[config.mk]
export PLATFORM = sky130hd
export DESIGN_NAME = lcd_multi_top
export DESIGN_NICKNAME = d
export VERILOG_FILES = /design/src/lcd_pkg.sv /design/src/lcd_port.sv /design/src/lcd_dispatch.sv /design/src/lcd_bus_mux.sv /design/src/lcd_multi_top.sv
export SDC_FILE = /design/constraint.sdc
export NUM_CORES = 1
export LEC_CHECK = 0
export BUFFER_PORTS_ARGS = -buffer_cell sky130_fd_sc_hd__buf_2
export CAP_MARGIN = 20
export CORE_MARGIN = 3
export CORE_UTILIZATION = 45
export CTS_CLUSTER_SIZE = 25
export DETAILED_ROUTE_END_ITERATION = 7
export MAX_ROUTING_LAYER = met4
export PLACE_DENSITY = 0.6
export REMOVE_ABC_BUFFERS = 1
export SETUP_SLACK_MARGIN = 0.15
export SKIP_LAST_GASP = 1
export SYNTH_ARGS = -nofsm -noshare
export SYNTH_HDL_FRONTEND = slang
export SYNTH_SLANG_ARGS = --single-unit
[constraint.sdc]
create_clock -name clk -period 7.2 [get_ports clk]
set_input_delay 0.72 -clock clk [delete_from_list [all_inputs] [get_ports clk]]
set_output_delay 0.72 -clock clk [all_outputs]
set_load 0.01 [all_outputs]
[src/lcd_pkg.sv]
package lcd_pkg;

	localparam int NUM_PANELS = 4;
	localparam int CLK_PER_US = 2;     // raise to the board clock in MHz

	localparam int POWER_UP_US   = 500;
	localparam int INIT_PULSE_US = 10;
	localparam int WAIT_FUNC_US  = 50;
	localparam int WAIT_DISP_US  = 50;
	localparam int WAIT_CLEAR_US = 200;
	localparam int WAIT_ENTRY_US = 100;

	localparam int XFER_SETUP_US = 1;
	localparam int XFER_HIGH_US  = 13;
	localparam int XFER_LOW_US   = 13;
	localparam int XFER_TOTAL_US = 50;

	localparam int CNT_W = 12;         // must hold POWER_UP_US * CLK_PER_US

	typedef logic [CNT_W-1:0]      cnt_t;
	typedef logic [7:0]            lcd_byte_t;
	typedef logic [9:0]            lcd_word_t;   // {rs, rw, data}
	typedef logic [6:0]            panel_cfg_t;  // {lines, font, on, cursor, blink, inc, shift}
	typedef logic [1:0]            panel_idx_t;
	typedef logic [NUM_PANELS-1:0] panel_vec_t;

	typedef enum logic [1:0] {
		POWER_UP,
		INIT,
		IDLE,
		XFER
	} port_state_e;

	// counter value on the last cycle of a delay given in microseconds
	function automatic cnt_t us_last(input int us);
		return cnt_t'(us * CLK_PER_US - 1);
	endfunction

endpackage

[src/lcd_port.sv]
`timescale 1ns/1ps

module lcd_port
	import lcd_pkg::*;
(
	input  logic       clk,
	input  logic       rst,
	input  panel_cfg_t cfg,
	input  logic       cmd_valid,
	input  lcd_word_t  cmd_word,
	output logic       cmd_take,
	output logic       bus_req,
	input  logic       bus_gnt,
	output logic       e,
	output lcd_byte_t  bus_data,
	output logic       bus_rs,
	output logic       bus_rw,
	output logic       ready
);

	port_state_e state;
	cnt_t        cnt;
	logic [1:0]  init_step;   // function set, display ctrl, clear, entry mode
	logic        active;      // grant seen, pulse or slot running
	lcd_word_t   xfer_word;   // host word held for the slot

	function automatic lcd_byte_t init_byte(input panel_cfg_t c, input logic [1:0] s);
		case (s)
			2'd0:    return {4'b0011, c[6], c[5], 2'b00};    // function set
			2'd1:    return {5'b00001, c[4], c[3], c[2]};    // display on/off
			2'd2:    return 8'b0000_0001;                    // clear
			default: return {6'b000001, c[1], c[0]};         // entry mode
		endcase
	endfunction

	function automatic cnt_t init_wait(input logic [1:0] s);
		case (s)
			2'd0:    return us_last(WAIT_FUNC_US);
			2'd1:    return us_last(WAIT_DISP_US);
			2'd2:    return us_last(WAIT_CLEAR_US);
			default: return us_last(WAIT_ENTRY_US);
		endcase
	endfunction

	always_ff @(posedge clk) begin
		if (rst) begin
			state     <= POWER_UP;
			cnt       <= '0;
			init_step <= 2'd0;
			active    <= 1'b0;
			cmd_take  <= 1'b0;
			bus_req   <= 1'b0;
			e         <= 1'b0;
			bus_data  <= '0;
			bus_rs    <= 1'b0;
			bus_rw    <= 1'b0;
			ready     <= 1'b0;
		end else begin
			cmd_take <= 1'b0;   // single cycle strobe
			case (state)
				POWER_UP: begin
					if (cnt == us_last(POWER_UP_US)) begin
						cnt       <= '0;
						init_step <= 2'd0;
						bus_req   <= 1'b1;   // ask for the bus for function set
						state     <= INIT;
					end else begin
						cnt <= cnt + 1'b1;
					end
				end

				INIT: begin
					if (active) begin
						// E high with the command byte
						if (cnt == us_last(INIT_PULSE_US)) begin
							e        <= 1'b0;
							bus_data <= '0;
							bus_req  <= 1'b0;   // release, then wait
							active   <= 1'b0;
							cnt      <= '0;
						end else begin
							cnt <= cnt + 1'b1;
						end
					end else if (bus_req) begin
						if (bus_gnt) begin
							active   <= 1'b1;
							e        <= 1'b1;
							bus_data <= init_byte(cfg, init_step);
							cnt      <= '0;
						end
					end else begin
						// execution wait of the current step
						if (cnt == init_wait(init_step)) begin
							cnt <= '0;
							if (init_step == 2'd3) begin
								ready <= 1'b1;
								state <= IDLE;
							end else begin
								init_step <= init_step + 1'b1;
								bus_req   <= 1'b1;
							end
						end else begin
							cnt <= cnt + 1'b1;
						end
					end
				end

				IDLE: begin
					if (cmd_valid) begin
						cmd_take  <= 1'b1;
						xfer_word <= cmd_word;
						bus_req   <= 1'b1;
						ready     <= 1'b0;
						cnt       <= '0;
						state     <= XFER;
					end
				end

				XFER: begin
					if (!active) begin
						if (bus_gnt) begin
							active   <= 1'b1;
							bus_rs   <= xfer_word[9];
							bus_rw   <= xfer_word[8];
							bus_data <= xfer_word[7:0];
							cnt      <= '0;
						end
					end else begin
						if (cnt == us_last(XFER_SETUP_US))
							e <= 1'b1;                 // setup done
						if (cnt == us_last(XFER_SETUP_US + XFER_HIGH_US))
							e <= 1'b0;                 // falling edge latches the byte
						if (cnt == us_last(XFER_SETUP_US + XFER_HIGH_US + XFER_LOW_US)) begin
							bus_req  <= 1'b0;
							bus_rs   <= 1'b0;
							bus_rw   <= 1'b0;
							bus_data <= '0;
						end
						if (cnt == us_last(XFER_TOTAL_US)) begin
							active <= 1'b0;
							ready  <= 1'b1;
							cnt    <= '0;
							state  <= IDLE;
						end else begin
							cnt <= cnt + 1'b1;
						end
					end
				end

				default: state <= POWER_UP;
			endcase
		end
	end

endmodule

[src/lcd_dispatch.sv]
`timescale 1ns/1ps

module lcd_dispatch
	import lcd_pkg::*;
(
	input  logic       clk,
	input  logic       rst,
	input  logic       cmd_wr,
	input  panel_idx_t cmd_panel,
	input  lcd_word_t  cmd_word,
	output logic       cmd_drop,
	output panel_vec_t pending,
	output lcd_word_t  cmd_word_0,
	output lcd_word_t  cmd_word_1,
	output lcd_word_t  cmd_word_2,
	output lcd_word_t  cmd_word_3,
	input  panel_vec_t cmd_take,
	input  panel_vec_t bus_req,
	output panel_vec_t bus_gnt
);

	lcd_word_t  word_q [NUM_PANELS];
	panel_idx_t last_owner;
	panel_idx_t pick_idx;
	logic       pick_any;
	logic       accept;

	assign accept = cmd_wr && !pending[cmd_panel];

	assign cmd_word_0 = word_q[0];
	assign cmd_word_1 = word_q[1];
	assign cmd_word_2 = word_q[2];
	assign cmd_word_3 = word_q[3];

	always_ff @(posedge clk) begin
		if (accept)
			word_q[cmd_panel] <= cmd_word;
	end

	always_ff @(posedge clk) begin
		if (rst) begin
			pending  <= '0;
			cmd_drop <= 1'b0;
		end else begin
			cmd_drop <= cmd_wr && pending[cmd_panel];   // old word stays
			pending  <= pending & ~cmd_take;
			if (accept)
				pending[cmd_panel] <= 1'b1;
		end
	end

	// first requester after the last owner, wrapping around
	always_comb begin
		panel_idx_t cand;
		pick_any = 1'b0;
		pick_idx = last_owner;
		for (int k = 1; k <= NUM_PANELS; k++) begin
			cand = panel_idx_t'(last_owner + k);
			if (!pick_any && bus_req[cand]) begin
				pick_any = 1'b1;
				pick_idx = cand;
			end
		end
	end

	always_ff @(posedge clk) begin
		if (rst) begin
			bus_gnt    <= '0;
			last_owner <= panel_idx_t'(NUM_PANELS - 1);   // panel 0 wins first
		end else if (!(|(bus_gnt & bus_req))) begin
			// bus free or owner just released
			if (pick_any) begin
				bus_gnt    <= panel_vec_t'(1) << pick_idx;
				last_owner <= pick_idx;
			end else begin
				bus_gnt <= '0;
			end
		end
	end

endmodule

[src/lcd_bus_mux.sv]
`timescale 1ns/1ps

module lcd_bus_mux
	import lcd_pkg::*;
(
	input  logic       clk,
	input  logic       rst,
	input  panel_vec_t bus_gnt,
	input  lcd_byte_t  bus_data_0,
	input  lcd_byte_t  bus_data_1,
	input  lcd_byte_t  bus_data_2,
	input  lcd_byte_t  bus_data_3,
	input  panel_vec_t bus_rs,
	input  panel_vec_t bus_rw,
	input  panel_vec_t e,
	output lcd_byte_t  lcd_data,
	output logic       lcd_rs,
	output logic       lcd_rw,
	output panel_vec_t lcd_e
);

	lcd_byte_t data_in [NUM_PANELS];
	lcd_byte_t sel_data;
	logic      sel_rs;
	logic      sel_rw;

	assign data_in[0] = bus_data_0;
	assign data_in[1] = bus_data_1;
	assign data_in[2] = bus_data_2;
	assign data_in[3] = bus_data_3;

	// and-or select, grant is one-hot or zero
	always_comb begin
		sel_data = '0;
		sel_rs   = 1'b0;
		sel_rw   = 1'b0;
		for (int i = 0; i < NUM_PANELS; i++) begin
			if (bus_gnt[i]) begin
				sel_data = sel_data | data_in[i];
				sel_rs   = sel_rs | bus_rs[i];
				sel_rw   = sel_rw | bus_rw[i];
			end
		end
	end

	always_ff @(posedge clk) begin
		if (rst) begin
			lcd_data <= '0;
			lcd_rs   <= 1'b0;
			lcd_rw   <= 1'b0;
			lcd_e    <= '0;
		end else begin
			lcd_data <= sel_data;
			lcd_rs   <= sel_rs;
			lcd_rw   <= sel_rw;
			lcd_e    <= e;   // same edge as the data pins
		end
	end

endmodule

[src/lcd_multi_top.sv]
`timescale 1ns/1ps

module lcd_multi_top
	import lcd_pkg::*;
(
	input  logic       clk,
	input  logic       rst,
	input  panel_cfg_t panel_cfg_0,
	input  panel_cfg_t panel_cfg_1,
	input  panel_cfg_t panel_cfg_2,
	input  panel_cfg_t panel_cfg_3,
	input  logic       cmd_wr,
	input  panel_idx_t cmd_panel,
	input  lcd_word_t  cmd_word,
	output logic       cmd_drop,
	output panel_vec_t pending,
	output panel_vec_t ready,
	output panel_vec_t lcd_e,
	output lcd_byte_t  lcd_data,
	output logic       lcd_rs,
	output logic       lcd_rw
);

	panel_cfg_t cfg [NUM_PANELS];
	lcd_word_t  word [NUM_PANELS];
	lcd_byte_t  port_data [NUM_PANELS];
	panel_vec_t port_rs;
	panel_vec_t port_rw;
	panel_vec_t port_e;
	panel_vec_t cmd_take;
	panel_vec_t bus_req;
	panel_vec_t bus_gnt;

	assign cfg[0] = panel_cfg_0;
	assign cfg[1] = panel_cfg_1;
	assign cfg[2] = panel_cfg_2;
	assign cfg[3] = panel_cfg_3;

	lcd_dispatch u_dispatch (
		.clk        (clk),
		.rst        (rst),
		.cmd_wr     (cmd_wr),
		.cmd_panel  (cmd_panel),
		.cmd_word   (cmd_word),
		.cmd_drop   (cmd_drop),
		.pending    (pending),
		.cmd_word_0 (word[0]),
		.cmd_word_1 (word[1]),
		.cmd_word_2 (word[2]),
		.cmd_word_3 (word[3]),
		.cmd_take   (cmd_take),
		.bus_req    (bus_req),
		.bus_gnt    (bus_gnt)
	);

	for (genvar i = 0; i < NUM_PANELS; i++) begin : g_port
		lcd_port u_port (
			.clk       (clk),
			.rst       (rst),
			.cfg       (cfg[i]),
			.cmd_valid (pending[i]),   // pending bit doubles as valid
			.cmd_word  (word[i]),
			.cmd_take  (cmd_take[i]),
			.bus_req   (bus_req[i]),
			.bus_gnt   (bus_gnt[i]),
			.e         (port_e[i]),
			.bus_data  (port_data[i]),
			.bus_rs    (port_rs[i]),
			.bus_rw    (port_rw[i]),
			.ready     (ready[i])
		);
	end

	lcd_bus_mux u_bus_mux (
		.clk        (clk),
		.rst        (rst),
		.bus_gnt    (bus_gnt),
		.bus_data_0 (port_data[0]),
		.bus_data_1 (port_data[1]),
		.bus_data_2 (port_data[2]),
		.bus_data_3 (port_data[3]),
		.bus_rs     (port_rs),
		.bus_rw     (port_rw),
		.e          (port_e),
		.lcd_data   (lcd_data),
		.lcd_rs     (lcd_rs),
		.lcd_rw     (lcd_rw),
		.lcd_e      (lcd_e)
	);

endmodule

==> flow_summary.json <==
{
  "synth_compound_area_frac": 0.222,
  "postLayoutSetupSlackWorst_ns": 4.26,
  "synth_commonest_cells": "149 x dfxtp_1, 134 x nand2_1, 130 x nor2_1",
  "synth_cell_type_count": 83,
  "grt_usage": 0.232,
  "grt_pass1_vias": 9874,
  "final.fill_count": 2415,
  "power.total_mw": 2.97,
  "ys_warn_count": 0,
  "drv_slew": 0,
  "fp.coreArea_mm2": 0.0264,
  "ir_drop_uv": 244,
  "fin_tns_setup_ns": 0,
  "yosys.area_share.simple": 0.235,
  "placed_cell_area_mm2": 0.0126,
  "synth-main-ff-cell": "dfxtp_1",
  "synth_top_area_cell": "dfxtp_1",
  "run_status": "complete, no violations",
  "synthCells": 1403,
  "ios": 66,
  "swShare": 0.226,
  "internal_power_mw": 2.30,
  "synth_top_family_by_area": "simple AND/OR/NAND/NOR gates",
  "drive_above_1_share": 0.111,
  "ant_nets": 0,
  "required_ns": 7.61,
  "synth_xor_area_frac": 0.00933,
  "finalSetupViolations": 0,
  "synth_area_leaders": "dfxtp_1 24%, edfxtp_1 20%, a21oi_1 4.3%",
  "cts_tree": "built",
  "grt_first_pass_wirelength_um": 53600,
  "synth.most_common_cell": "dfxtp_1",
  "cts_made_buffers": 27,
  "fmax_mhz": 340,
  "rows": 59,
  "drv_cap": 0,
  "clock_latency_ns": 0.55,
  "synthAdderAreaFrac": 0.0297,
  "grt_setup_unrepaired": "no",
  "synth_area_mm2": 0.0122,
  "clockBufferDepth": 3,
  "tightest_slew_ns": 1.07,
  "cts.clk_slew.worst_paths_ns": 0.06,
  "yosys_register_bits": 229,
  "design_area_mm2": 0.0135,
  "combPwrFrac": 0.046,
  "critical_path_class": "flip-flop to flip-flop",
  "finalClockSkew_ns": 0.0103,
  "whs_ns": 0.413,
  "dp_hpwl_um": 23000,
  "die_y_um": 171,
  "slew-limit-headroom": 0.281,
  "h-tree-depth": 1,
  "switching_power_uw": 671,
  "antenna_found_initial": 1,
  "io_buffer_count": 65,
  "clkPwrFrac": 0.489,
  "post_synth.cell_area_avg_um2": 8.70,
  "ys_seq_area_frac": 0.441,
  "power.leakage_nw": 4.72,
  "grt_max_degree": 52,
  "min_period_ns": 2.94,
  "vias": 10700,
  "drt_iter0_drc": 1051,
  "start_util": 0.463,
  "synth.top_cell.area_share": 0.244,
  "p_per_area_mw_per_mm2": 219,
  "critPathArrivalTime_ns": 3.36,
  "cp_cell_sequence": "inv_1, nor2_1, a31oi_1, o211a_1, a2111oi_0",
  "die_w_um": 171,
  "vias_per_cell": 6.07,
  "synthMuxAreaShare": 0.0103,
  "holdBufCountCts": 0,
  "slowest_stage": "nor2_1",
  "synth_edf_count": 80,
  "fin_crit_sh": 0.409,
  "seqPwrFrac": 0.466,
  "end_kind": "flip-flop",
  "totalWireLength_um": 33400,
  "hp-class": "flip-flop to flip-flop",
  "hold_viol_final": 0,
  "dp_worst_setup_slack_ns": 4.35,
  "root_buffer": "clkbuf_16",
  "cpPeakStageDelay_ns": 0.79,
  "die_area_mm2": 0.0291,
  "drc": 0,
  "gp_congestion": 0.928,
  "syn2layout_area_growth_pct": 11.0,
  "synthArstFlopShare": 0,
  "final_nets": 1472,
  "post_cts_buffers": 0,
  "wl_per_cell_um": 19.0,
  "post_cts_resized": 0,
  "first_pass_iters": 5,
  "cts_sinks": 229,
  "gr-total-overflow": 0,
  "start_kind": "flip-flop",
  "crit_path_max_fanout": 20
}
-- metal layers --
layer	wire length (um)	up-vias	part of all wire	GRT usage
met5	0	-	0	-
met3	1740	68	0.052	0.0287
li1	-	5198	-	-
met2	14500	355	0.44	0.349
met4	952	0	0.029	0.0663
met1	16200	5040	0.48	0.329
-- sequential cells by signal, summed over array words and instances, names as in the netlist, 8 cells and up --
name	cells
u_dispatch.word_q	40
g_port.u_port.xfer_word	40
g_port.u_port.cnt	48
g_port.u_port.bus_data	32
g_port.u_port.state	8
g_port.u_port.init_step	8
u_bus_mux.lcd_data	8
-- kinds of logic (layout without fill, tap and decap cells) --
group	count (synthesis)	in the layout
AO/OA/AOI/OAI	406	406
buffers and inverters	157	175
XOR/XNOR	13	13
AND/OR/NAND/NOR	558	558
multiplexers	11	11
other	0	1
adder cells (fa/ha/maj)	29	29
flip-flops	229	229
-- stage by stage --
stage | util | std cells
final | 0.514 | 1757
after floorplan | - | 1294
after global routing | 0.514 | 1757
after CTS | 0.513 | 1755
after detailed placement | 0.477 | 1705
after global placement | 0.477 | 1705
-- final timing paths --
check | startpoint | endpoint | slack, ns | depth (start not counted)
max | g_port[0].u_port.state[0]$_SDFFE_PP0P_ | g_port[0].u_port.cnt[3]$_SDFFE_PP0N_ | 4.26 | 5
max reg2reg | g_port[0].u_port.state[0]$_SDFFE_PP0P_ | g_port[0].u_port.cnt[3]$_SDFFE_PP0N_ | 4.26 | 5
min reg2reg | u_dispatch.word_q[0][3]$_DFFE_PP_ | g_port[0].u_port.xfer_word[3]$_DFFE_PP_ | 0.41 | 0
min | u_dispatch.word_q[0][3]$_DFFE_PP_ | g_port[0].u_port.xfer_word[3]$_DFFE_PP_ | 0.41 | 0
-- power by group through the flow --
stage / sequential (mW) / combinational [mW] / clock [mW]
2_1_floorplan: 1.40 / 0.0748 / 0
3_3_place_gp: 1.41 / 0.135 / 0
3_5_place_dp: 1.41 / 0.134 / 0
4_1_cts: 1.38 / 0.135 / 1.48
5_1_grt: 1.39 / 0.152 / 1.53
6_report: 1.38 / 0.136 / 1.45
-- worst max-delay path: cells and delay by family, from the launching register on --
family,cells,cell delay [ns]
simple gates,1,0.79
buf+inv,1,0.25
flops,1,0.74
compound gates,3,1.03
-- layout by cell type (no fill, tap or decap), types with 10 or more instances in the layout --
master     count
dfxtp_1      149
nand2_1      134
nor2_1       130
a21oi_1      105
edfxtp_1      80
o21ai_0       76
nand3_1       64
buf_2         64
inv_1         48
nor3_1        37
a22oi_1       34
ha_1          29
a31oi_1       28
nor2b_1       27
clkbuf_16     27
or2_2         18
a211oi_1      18
o211ai_1      17
and3_1        17
nand4_1       16
nor4_1        14
a221oi_1      14
nand2b_1      13
or3_1         12
o31ai_1       12
buf_4         12
nor3b_1       11
and2_1        11
nor4b_1       10
o22ai_1       10
-- area by class of cell --
| type | instances | area, um^2 | share of cell area |
|---|---|---|---|
| Antenna cell | 1 | 2.50 | 0.000185 |
| Clock buffer | 36 | 729 | 0.0539 |
| Clock inverter | 14 | 218 | 0.0161 |
| Inverter | 48 | 180 | 0.0133 |
| Multi-Input combinational cell | 1017 | 6190 | 0.457 |
| Sequential cell | 229 | 5390 | 0.398 |
| Tap cell | 335 | 419 | 0.0310 |
| Timing Repair Buffer | 77 | 418 | 0.0309 |
No activity file was read; power rests on OpenSTA's default activity.
